===== src/include/eeprom_cfg.svh =====
`ifndef EEPROM_CFG_SVH
`define EEPROM_CFG_SVH

// fixed upper nibble of the 24C16 control byte
`define EE_DEV_CODE 4'b1010

// 2 KB array, 11 address bits
`define EE_ADDR_W 11

// block select bits carried in the control byte
`define EE_BLK_W 3

`define EE_BYTE_W 8

// CLK cycles per quarter SCL period
// one bit on the bus takes 4 x this value, must be 1 or more
`define EE_QTR_CYC 2

// low part of the address sent as the word address byte
`define EE_WORD_W (`EE_ADDR_W - `EE_BLK_W)

`endif


===== src/eeprom_pkg.sv =====
`include "eeprom_cfg.svh"

package eeprom_pkg;

    typedef logic [`EE_ADDR_W-1:0] ee_addr_t;
    typedef logic [`EE_BYTE_W-1:0] ee_byte_t;

    // one bus primitive, CMD_START also gives the repeated start
    typedef enum logic [1:0] {CMD_START, CMD_STOP, CMD_WRITE, CMD_READ} i2c_cmd_e;

    typedef struct packed {
        logic     is_read;
        ee_addr_t addr;
        ee_byte_t wdata;
    } ee_req_t;

    typedef struct packed {
        ee_byte_t rdata;
        logic     nack;     // an expected ACK was missing
    } ee_rsp_t;

    typedef struct packed {
        i2c_cmd_e op;
        ee_byte_t tx;
        logic     last;     // NACK after the read byte
    } i2c_cmd_t;

    typedef enum logic [3:0] {
        S_IDLE, S_START, S_CTRL_W, S_ADDR, S_DATA,
        S_RESTART, S_CTRL_R, S_READ, S_STOP, S_FINISH
    } ctrl_state_e;

    typedef enum logic [2:0] {B_IDLE, B_START, B_WRITE, B_READ, B_STOP} bit_state_e;

endpackage


===== src/eeprom_ctrl.sv =====
`timescale 1ns/1ns
`include "eeprom_cfg.svh"

module eeprom_ctrl
(
    input  logic                 CLK,
    input  logic                 RESET,
    input  logic                 req_valid,
    input  eeprom_pkg::ee_req_t  req,
    output logic                 busy,
    output logic                 done,
    output eeprom_pkg::ee_rsp_t  rsp,
    output logic                 cmd_valid,
    output eeprom_pkg::i2c_cmd_t cmd,
    input  logic                 cmd_ready,
    input  logic                 cmd_done,
    input  logic                 ack_seen,
    input  eeprom_pkg::ee_byte_t rx
);
    import eeprom_pkg::*;

    ctrl_state_e state;
    ee_req_t req_q;
    ee_byte_t rdata_q;
    i2c_cmd_t next_cmd;
    logic nack_q;
    logic pending;       // command issued, waiting for cmd_done
    logic accept;
    logic active;
    logic issue;
    logic [`EE_BLK_W-1:0] blk;

    assign accept = (state == S_IDLE) && req_valid;
    assign active = (state != S_IDLE) && (state != S_FINISH);
    assign issue = active && !pending && cmd_ready;
    assign blk = req_q.addr[`EE_ADDR_W-1:`EE_WORD_W];

    always_comb
    begin
        next_cmd.op = CMD_STOP;
        next_cmd.tx = '0;
        next_cmd.last = 1'b0;
        case (state)
            S_START, S_RESTART: next_cmd.op = CMD_START;
            S_CTRL_W:
            begin
                next_cmd.op = CMD_WRITE;
                next_cmd.tx = {`EE_DEV_CODE, blk, 1'b0};
            end
            S_ADDR:
            begin
                next_cmd.op = CMD_WRITE;
                next_cmd.tx = req_q.addr[`EE_WORD_W-1:0];
            end
            S_DATA:
            begin
                next_cmd.op = CMD_WRITE;
                next_cmd.tx = req_q.wdata;
            end
            S_CTRL_R:
            begin
                next_cmd.op = CMD_WRITE;
                next_cmd.tx = {`EE_DEV_CODE, blk, 1'b1};
            end
            S_READ:
            begin
                next_cmd.op = CMD_READ;
                next_cmd.last = 1'b1;      // single byte, end with NACK
            end
            default: ;
        endcase
    end

    always_ff @(posedge CLK)
    begin
        if (RESET)
        begin
            state <= S_IDLE;
            busy <= 1'b0;
            done <= 1'b0;
            cmd_valid <= 1'b0;
            pending <= 1'b0;
            nack_q <= 1'b0;
        end
        else
        begin
            done <= 1'b0;
            cmd_valid <= issue;
            if (issue)
                pending <= 1'b1;
            if (cmd_done)
                pending <= 1'b0;
            case (state)
                S_IDLE:
                begin
                    if (accept)
                    begin
                        busy <= 1'b1;
                        nack_q <= 1'b0;
                        state <= S_START;
                    end
                end
                S_START:   if (cmd_done) state <= S_CTRL_W;
                S_RESTART: if (cmd_done) state <= S_CTRL_R;
                S_CTRL_W, S_ADDR, S_CTRL_R:
                begin
                    if (cmd_done)
                    begin
                        if (!ack_seen)
                        begin
                            nack_q <= 1'b1;
                            state <= S_STOP;       // give up, release the bus
                        end
                        else if (state == S_CTRL_R)
                            state <= S_READ;
                        else if (state == S_CTRL_W)
                            state <= S_ADDR;
                        else
                            state <= req_q.is_read ? S_RESTART : S_DATA;
                    end
                end
                S_DATA:
                begin
                    if (cmd_done)
                    begin
                        nack_q <= !ack_seen;
                        state <= S_STOP;
                    end
                end
                S_READ:    if (cmd_done) state <= S_STOP;
                S_STOP:    if (cmd_done) state <= S_FINISH;
                default:
                begin
                    busy <= 1'b0;
                    done <= 1'b1;
                    state <= S_IDLE;
                end
            endcase
        end
    end

    always_ff @(posedge CLK)
    begin
        if (accept)
        begin
            req_q <= req;
            rdata_q <= '0;                 // writes report zero
        end
        else if (state == S_READ && cmd_done)
            rdata_q <= rx;
        if (issue)
            cmd <= next_cmd;
        if (state == S_FINISH)
        begin
            rsp.rdata <= rdata_q;
            rsp.nack <= nack_q;
        end
    end

    a_cmd_handshake: assert property (@(posedge CLK) disable iff (RESET)
        cmd_valid |-> cmd_ready)
        else $error("command issued while the bit engine is busy");

    a_req_hold: assert property (@(posedge CLK) disable iff (RESET)
        req_valid && busy |=> $stable(req_q))
        else $error("request latched while busy");

endmodule


===== src/eeprom_if_top.sv =====
`timescale 1ns/1ns

module eeprom_if_top
(
    input  logic                CLK,
    input  logic                RESET,
    input  logic                req_valid,
    input  eeprom_pkg::ee_req_t req,
    output logic                busy,
    output logic                done,
    output eeprom_pkg::ee_rsp_t rsp,
    output logic                scl,
    output logic                sda_drive_low,
    input  logic                sda_in
);
    import eeprom_pkg::*;

    // sequencer to bit engine
    i2c_cmd_t cmd;
    ee_byte_t rx;
    logic cmd_valid;
    logic cmd_ready;
    logic cmd_done;
    logic ack_seen;

    eeprom_ctrl i_eeprom_ctrl
    (
        .CLK       (CLK),
        .RESET     (RESET),
        .req_valid (req_valid),
        .req       (req),
        .busy      (busy),
        .done      (done),
        .rsp       (rsp),
        .cmd_valid (cmd_valid),
        .cmd       (cmd),
        .cmd_ready (cmd_ready),
        .cmd_done  (cmd_done),
        .ack_seen  (ack_seen),
        .rx        (rx)
    );

    i2c_bit_engine i_i2c_bit_engine
    (
        .CLK           (CLK),
        .RESET         (RESET),
        .cmd_valid     (cmd_valid),
        .cmd           (cmd),
        .cmd_ready     (cmd_ready),
        .cmd_done      (cmd_done),
        .ack_seen      (ack_seen),
        .rx            (rx),
        .scl           (scl),
        .sda_drive_low (sda_drive_low),
        .sda_in        (sda_in)
    );

endmodule


===== src/i2c_bit_engine.sv =====
`timescale 1ns/1ns
`include "eeprom_cfg.svh"

module i2c_bit_engine
(
    input  logic                 CLK,
    input  logic                 RESET,
    input  logic                 cmd_valid,
    input  eeprom_pkg::i2c_cmd_t cmd,
    output logic                 cmd_ready,
    output logic                 cmd_done,
    output logic                 ack_seen,
    output eeprom_pkg::ee_byte_t rx,
    output logic                 scl,
    output logic                 sda_drive_low,
    input  logic                 sda_in
);
    import eeprom_pkg::*;

    localparam int QW = ($clog2(`EE_QTR_CYC) > 0) ? $clog2(`EE_QTR_CYC) : 1;
    localparam logic [QW-1:0] QMAX = QW'(`EE_QTR_CYC - 1);
    localparam logic [3:0] BYTE_LAST = 4'(`EE_BYTE_W);   // ACK slot index

    bit_state_e state;
    bit_state_e op_state;

    logic [QW-1:0] qcnt;
    logic [1:0] phase;
    logic [1:0] nxt_phase;
    logic [3:0] bitcnt;
    logic [3:0] last_bit;
    logic [`EE_BYTE_W:0] sh;     // MSB is the level for the next bit, 1 = release
    logic accept;
    logic tick;
    logic finish;

    assign cmd_ready = (state == B_IDLE);
    assign accept = cmd_valid && cmd_ready;
    assign tick = (state != B_IDLE) && (qcnt == QMAX);
    assign nxt_phase = phase + 2'd1;
    assign last_bit = (state == B_WRITE || state == B_READ) ? BYTE_LAST : 4'd0;
    assign finish = tick && (phase == 2'd3) && (bitcnt == last_bit);

    always_comb
    begin
        case (cmd.op)
            CMD_START: op_state = B_START;
            CMD_STOP:  op_state = B_STOP;
            CMD_WRITE: op_state = B_WRITE;
            default:   op_state = B_READ;
        endcase
    end

    // phases per bit: 0 scl low + sda set, 1 scl high, 2 sample, 3 scl low
    always_ff @(posedge CLK)
    begin
        if (RESET)
        begin
            state <= B_IDLE;
            qcnt <= '0;
            phase <= 2'd0;
            bitcnt <= 4'd0;
            cmd_done <= 1'b0;
            scl <= 1'b1;              // bus at rest
            sda_drive_low <= 1'b0;
        end
        else
        begin
            cmd_done <= 1'b0;
            if (accept)
            begin
                state <= op_state;
                qcnt <= QMAX;         // first boundary on the next cycle
                phase <= 2'd3;
                bitcnt <= 4'hF;
            end
            else if (state != B_IDLE)
            begin
                qcnt <= tick ? '0 : qcnt + 1'b1;
                if (finish)
                begin
                    state <= B_IDLE;
                    cmd_done <= 1'b1;
                end
                else if (tick)
                begin
                    phase <= nxt_phase;
                    if (nxt_phase == 2'd0)
                        bitcnt <= bitcnt + 4'd1;
                    case (state)
                        B_START:
                        begin
                            case (nxt_phase)
                                2'd0:
                                begin
                                    scl <= 1'b0;
                                    sda_drive_low <= 1'b0;
                                end
                                2'd1: scl <= 1'b1;
                                2'd2: sda_drive_low <= 1'b1;   // falls with scl high
                                default: scl <= 1'b0;
                            endcase
                        end
                        B_STOP:
                        begin
                            case (nxt_phase)
                                2'd0:
                                begin
                                    scl <= 1'b0;
                                    sda_drive_low <= 1'b1;
                                end
                                2'd1: scl <= 1'b1;
                                2'd2: sda_drive_low <= 1'b0;   // rises with scl high
                                default: ;                     // rest with both high
                            endcase
                        end
                        B_WRITE, B_READ:
                        begin
                            case (nxt_phase)
                                2'd0:
                                begin
                                    scl <= 1'b0;
                                    sda_drive_low <= ~sh[`EE_BYTE_W];
                                end
                                2'd1: scl <= 1'b1;
                                2'd2: ;
                                default: scl <= 1'b0;
                            endcase
                        end
                        default: ;
                    endcase
                end
            end
        end
    end

    // shift and capture registers
    always_ff @(posedge CLK)
    begin
        if (accept)
        begin
            if (cmd.op == CMD_READ)
                sh <= {{`EE_BYTE_W{1'b1}}, cmd.last};   // release 8 bits, then ACK/NACK
            else
                sh <= {cmd.tx, 1'b1};                   // data, then release for ACK
        end
        else if (tick && nxt_phase == 2'd0)
            sh <= {sh[`EE_BYTE_W-1:0], 1'b1};

        if (tick && nxt_phase == 2'd2)
        begin
            if (state == B_READ && bitcnt < BYTE_LAST)
                rx <= {rx[`EE_BYTE_W-2:0], sda_in};
            if (state == B_WRITE && bitcnt == BYTE_LAST)
                ack_seen <= ~sda_in;
        end
    end

    // data may only move while scl is low, start and stop excepted
    a_sda_stable: assert property (@(posedge CLK) disable iff (RESET)
        (sda_drive_low != $past(sda_drive_low)) && state != B_START && state != B_STOP
        |-> !scl && !$past(scl))
        else $error("sda drive changed while scl high");

endmodule


===== config.mk =====
export PLATFORM = sky130hd
export DESIGN_NAME = eeprom_if_top
export DESIGN_NICKNAME = d
export VERILOG_FILES = /design/src/eeprom_pkg.sv /design/src/eeprom_ctrl.sv /design/src/eeprom_if_top.sv /design/src/i2c_bit_engine.sv
export VERILOG_INCLUDE_DIRS = /design/src /design/src/include
export SDC_FILE = /design/constraint.sdc
export NUM_CORES = 1
export LEC_CHECK = 0
export BUFFER_PORTS_ARGS = -buffer_cell sky130_fd_sc_hd__clkbuf_2
export CAP_MARGIN = 5
export CORE_MARGIN = 5
export CORE_UTILIZATION = 58
export CTS_CLUSTER_DIAMETER = 60
export CTS_CLUSTER_SIZE = 30
export DETAILED_ROUTE_END_ITERATION = 8
export GPL_ROUTABILITY_DRIVEN = 0
export HOLD_SLACK_MARGIN = 0.08
export PLACE_DENSITY = 0.76
export SKIP_CTS_REPAIR_TIMING = 1
export SYNTH_ARGS = -nofsm -noshare
export SYNTH_HDL_FRONTEND = slang
export SYNTH_SLANG_ARGS = --single-unit

===== constraint.sdc =====
create_clock -name CLK -period 2.95 [get_ports CLK]
set_input_delay 0.885 -clock CLK [delete_from_list [all_inputs] [get_ports CLK]]
set_output_delay 0.885 -clock CLK [all_outputs]
set_load 0.1 [all_outputs]

# Word level (Yosys, flattened, before mapping)
# Index checks and enable logic that the tools add are counted.
[totals]
elab_cells = 171
register_bits = 88
[op_classes]
n_eq_ne = 36
magnitude_cmp = 1
muxes = 50
bitwise_logic = 6
reduce_logical = 50
n_addsub = 3
[ops]
columns = ["operator", "n"]
rows = [
  ["4-bit two-way mux", 15],
  ["8-bit case mux with 4 select lines", 1],
  ["9-bit two-way mux", 3],
  ["4-bit case mux with 6 select lines", 1],
  ["2-bit by 1-bit inequality test with 1-bit output (second input constant)", 9],
  ["4-bit by 3-bit == test with 1-bit output (second input constant)", 4],
  ["1-bit logical AND", 13],
  ["1-bit two-way mux", 13],
  ["4-bit == test (second input constant)", 3],
  ["1-bit case mux with 2 select lines", 6],
  ["2-bit nonzero test", 6],
  ["3-bit two-way mux", 3],
  ["3-bit by 1-bit inequality test with 1-bit output (second input constant)", 3],
  ["3-bit case mux with 3 select lines", 1],
  ["3-bit nonzero test", 3],
  ["3-bit OR reduction", 3],
  ["9-bit OR reduction", 1],
  ["2-bit == test (second input constant)", 4],
  ["4-bit by 2-bit == test with 1-bit output (second input constant)", 2],
  ["2-bit two-way mux", 4],
  ["2-bit AND reduction", 4],
  ["8-bit AND reduction", 1],
  ["2-bit OR reduction", 4],
  ["8-bit OR reduction", 1],
  ["27 further kinds", 38],
]

# Logic depth before layout (Yosys ltp)
[logic_depth]
ltp_word = 8
depth_mapped = 7

# By module
# A second synthesis with hierarchy kept.
[unflattened]
hier_cells = 325
hier_area_um2 = 3852.4
[by_module_without_submodules]
columns = ["mod", "cells_per_inst", "seq_area_each_um2", "n_inst", "area_each_um2"]
rows = [
  ["eeprom_ctrl", 172, 1541.5, 1, 2252.2],
  ["i2c_bit_engine", 153, 800.8, 1, 1600.3],
]

# Least setup slack after synthesis
# No wires, ideal clock.
[synth_timing]
path_type = "reg-to-reg"
startpoint = "register i_eeprom_ctrl.state[3]"
endpoint = "register i_eeprom_ctrl.cmd[0] (netlist name)"
slack_ns = 0.706
required_ns = 2.661
setup_ns = 0.289
arrival_time_ns = 1.955
path_stages_with_launch = 5
path_cell_list = "dfxtp_1 -> clkbuf_1 -> nor4bb_1 -> or4_1 -> inv_1"
[synth_via]
elab_chain_len = 4
elab_cells_between_ends = 5
cone_classes = "eq/ne: 1; reduce/logical: 4"
[synth_rtl]
columns = ["item", "line_no", "source"]
rows = [
  ["start: declaration", "eeprom_ctrl.sv:22", "ctrl_state_e state;"],
  ["start signal: assignment", "eeprom_ctrl.sv:119", "state <= req_q.is_read ? S_RESTART : S_DATA;"],
  ["4-bit inequality test or 4-bit nonzero test (tied branches)", "eeprom_ctrl.sv:34", "assign active = (state != S_IDLE) && (state != S_FINISH);"],
  ["1-bit logical AND (*)", "eeprom_ctrl.sv:34", ""],
  ["1-bit logical AND (*) (2 in series)", "eeprom_ctrl.sv:35", "assign issue = active && !pending && cmd_ready;"],
  ["net i_eeprom_ctrl.issue", "eeprom_ctrl.sv:30", "logic issue;"],
]
# The timed path passes the listed nets; every way through them passes the cells marked *.
# A chain may end at the register's enable or synchronous reset.

# Worst setup path in the final report
[layout_timing]
startpoint = "register i_eeprom_ctrl.state[1]"
endpoint = "register i_eeprom_ctrl.cmd[6] (netlist name)"
[layout_via]
elab_chain_len = 4
elab_cells_between_ends = 5
cone_classes = "eq/ne: 1; reduce/logical: 4"
[layout_rtl]
columns = ["item", "line_no"]
rows = [
  ["4-bit inequality test or 4-bit nonzero test (tied branches)", "eeprom_ctrl.sv:34"],
  ["1-bit logical AND (*)", "eeprom_ctrl.sv:34"],
  ["1-bit logical AND (*) (2 in series)", "eeprom_ctrl.sv:35"],
  ["net i_eeprom_ctrl.issue", "eeprom_ctrl.sv:30"],
]
# Marked as above.

==> summary.txt <==
Drt
  • Post-Route WL: 5920 um
  • Via-per-instance ratio: 5.42
  • DRC: 0
  • ANT nets after route: 0
  • Drt wl/cell: 14.3 um
  • Drt pass-1 iters: 4
  • Iter 0 DRT Violations: 191
  • DR vias: 2245

Critical path
  • Worst reg2reg path startpoint: i_eeprom_ctrl.state[1]
  • Crit Path Class: reg2reg
  • R2R Setup Slk: 770 ps
  • Worst R2R End: i_eeprom_ctrl.cmd[6]
  • Crit path max fanout: 15
  • CP arrival: 2190 ps
  • Crit-path cells: or3_1 -> nor2_1 -> or4_1 -> inv_1
  • CP max stage delay: 620 ps
  • CP max-delay cell: dfxtp_1
  • Critical path data required time: 2960 ps
  • Worst Setup End Kind: flop
  • R2R depth: 4
  • CP Launch Type: flop

CTS
  • Clk buf depth: 2
  • H-tree lvl count: 3
  • CTS tree: built
  • Total CTS buffers: 9
  • Clk root buf: clkbuf_8
  • Clk sinks: 88
  • Later-pin clock latency in the skew report: 350 ps
  • Reg clk slew, reported paths: 80 ps

Timing
  • Rel. slew slack: 38.5%
  • Worst Tran Pin Value: 920 ps
  • Fin crit share: 73.9%
  • Final hold vios: 0
  • Period minus WS final: 2180 ps
  • RSZ-0062 raised after global routing: no
  • Final Max Slew Viols: 0
  • Setup TNS: 0 ps
  • Finish-stage setup viols: 0
  • FMAX: 458 MHz
  • Worst Skew: 7.65 ps

Final layout
  • Design Area, Final: 4010 um^2
  • Area grow syn2layout: 12.2%
  • Reg area: 2340 um^2
  • Layout cells sized above 1: 16.5%
  • Diode count: 0
  • Nets@finish: 367
  • Area of the multi-input gates: 1130 um^2
  • FILL cells: 461

Die
  • Die width: 88.5 um
  • Die area: 7830 um^2
  • Core footprint: 5960 um^2
  • Top Ports: 37
  • Die Ht: 88.5 um
  • Starting density of the core: 60.0%
  • Core Rows: 28

GRT
  • Largest net degree at the start of global routing: 29
  • Vias in the first global route: 2209
  • Initial antenna violation count: 0
  • GRT overflow: 0
  • First-pass GRT wire length: 10100 um
  • GRT Overall Usage: 17.0%

Hold path
  • Worst Hold Path EP: i_eeprom_ctrl.rsp[8]
  • Worst hold path class: reg2reg
  • Worst Hold Launch: i_eeprom_ctrl.rdata_q[7]
  • WHS Path Cells: 0

Yosys
  • Synth async-reset ratio: 0%
  • Syn nets: 330
  • Yosys reg bits: 88
  • Post-Synthesis Cell Area: 3570 um^2
  • Most common cell in the netlist: edfxtp_1
  • Post-synth top area share: 48.8%
  • Number of synthesized flops with an enable pin: 58
  • Yosys cell types: 44
  • Seq/Total Area, Yosys: 65.6%
  • Avg Inst Size Synth: 12.0 um^2
  • Leading post-synthesis cells by cell area: edfxtp_1, dfxtp_1, nand2_1
  • Most used flip-flop cell after synthesis: edfxtp_1
  • Post-synth top cells: edfxtp_1, nand2_1, dfxtp_1
  • Synth area leader: edfxtp_1
  • Mapped Cells: 297
  • Yosys warnings: 0

Pwr
  • Cell Pwr Density: 590 nW/um^2
  • Post-route total power: 2360 uW
  • Pleak: 0.00158 uW
  • Max VDD drop: 0.000442 V

Placed design
  • Area post-placement: 3820 um^2
  • IO buf count: 36
  • Detailed Place HPWL: 4040 um

Flow run
  • Max cap viols: 0

Status
  • Status: finished, final reports clean
## placed cells by master, fill, tap and decap left out, types with 4 or more instances in the layout
| cell | instances |
|---|---|
| clkbuf_8 | 9 |
| mux2i_1 | 10 |
| inv_1 | 12 |
| nand2_1 | 34 |
| edfxtp_1 | 58 |
| or3_1 | 5 |
| a22oi_1 | 5 |
| nor3b_1 | 4 |
| dfxtp_1 | 30 |
| nor2_1 | 26 |
| and2_1 | 4 |
| nor3_1 | 9 |
| a21oi_1 | 18 |
| nor2b_1 | 4 |
| clkbuf_2 | 36 |
| ha_1 | 9 |
| o21ai_0 | 15 |
## power breakdown
group	internal [uW]	switching, uW	total, uW
Combinational	61.0	102	163
Sequential	1370	30.7	1400
Clock	392	409	801
Total	1820	542	2360
## layout make-up
| class | instances | share of cell area, % |
|---|---|---|
| inverter | 12 | 1.12 |
| timing repair buffer | 39 | 5.06 |
| clock inverter | 5 | 1.47 |
| sequential | 88 | 58.4 |
| multi-input combinational | 184 | 28.3 |
| clock buffer | 11 | 3.28 |
| tap | 75 | 2.34 |
## metrics by stage
step	setup slack [ps]	hold WS (ps)	utilization, %	instances
global route	612	454	67.3	414
global placement	883	413	64.1	398
floorplan	706	408	-	297
detailed placement	797	421	64.1	398
CTS	778	441	67.3	414
finish	769	439	67.3	414
## routing by layer
layer  GRT usage (%)  wire, um  up-vias
met5               0         0        -
met4            8.24        65        0
met3            2.79       302        6
met2            28.5      2890       63
met1            21.5      2660     1026
li1                -         -     1150
## flip-flops by register name, indices dropped and copies added (netlist names), 2 cells and up
name	count
i_eeprom_ctrl.rsp	9
i_eeprom_ctrl.req_q	17
i_i2c_bit_engine.rx	8
i_i2c_bit_engine.phase	2
i_eeprom_ctrl.rdata_q	8
i_eeprom_ctrl.cmd	11
i_i2c_bit_engine.bitcnt	4
i_i2c_bit_engine.state	3
i_eeprom_ctrl.blk	3
i_i2c_bit_engine.sh	9
i_eeprom_ctrl.state	4
## worst max path at each step
stage | from | to | slack, ps | cells after the start
global route | i_eeprom_ctrl.state[1] | i_eeprom_ctrl.cmd[6] | 610 | 4
global placement | i_eeprom_ctrl.state[3] | i_eeprom_ctrl.cmd[4] | 880 | 4
finish | i_eeprom_ctrl.state[1] | i_eeprom_ctrl.cmd[6] | 770 | 4
floorplan | i_eeprom_ctrl.state[3] | i_eeprom_ctrl.cmd[0] | 710 | 4
CTS | i_eeprom_ctrl.state[1] | i_eeprom_ctrl.cmd[6] | 780 | 4
detailed placement | i_eeprom_ctrl.state[1] | i_eeprom_ctrl.cmd[3] | 800 | 4
## worst max-delay path: cells and delay by family, from the launching register on
family,cells,cell delay [ps]
buffers and inverters,1,340
DFF,1,620
and+or+nand+nor,3,880
## cells by family (layout without fill, tap and decap cells)
group / after synthesis / count (layout) / synth area share [%]
flops: 88 / 88 / 65.6
simple gates: 101 / 101 / 13.7
buf+inv: 25 / 67 / 2.87
compound gates: 60 / 60 / 10.9
fa+ha+maj: 9 / 9 / 3.15
xor+xnor: 4 / 4 / 0.981
mux: 10 / 10 / 2.80
No activity file was read; power rests on OpenSTA's default activity.
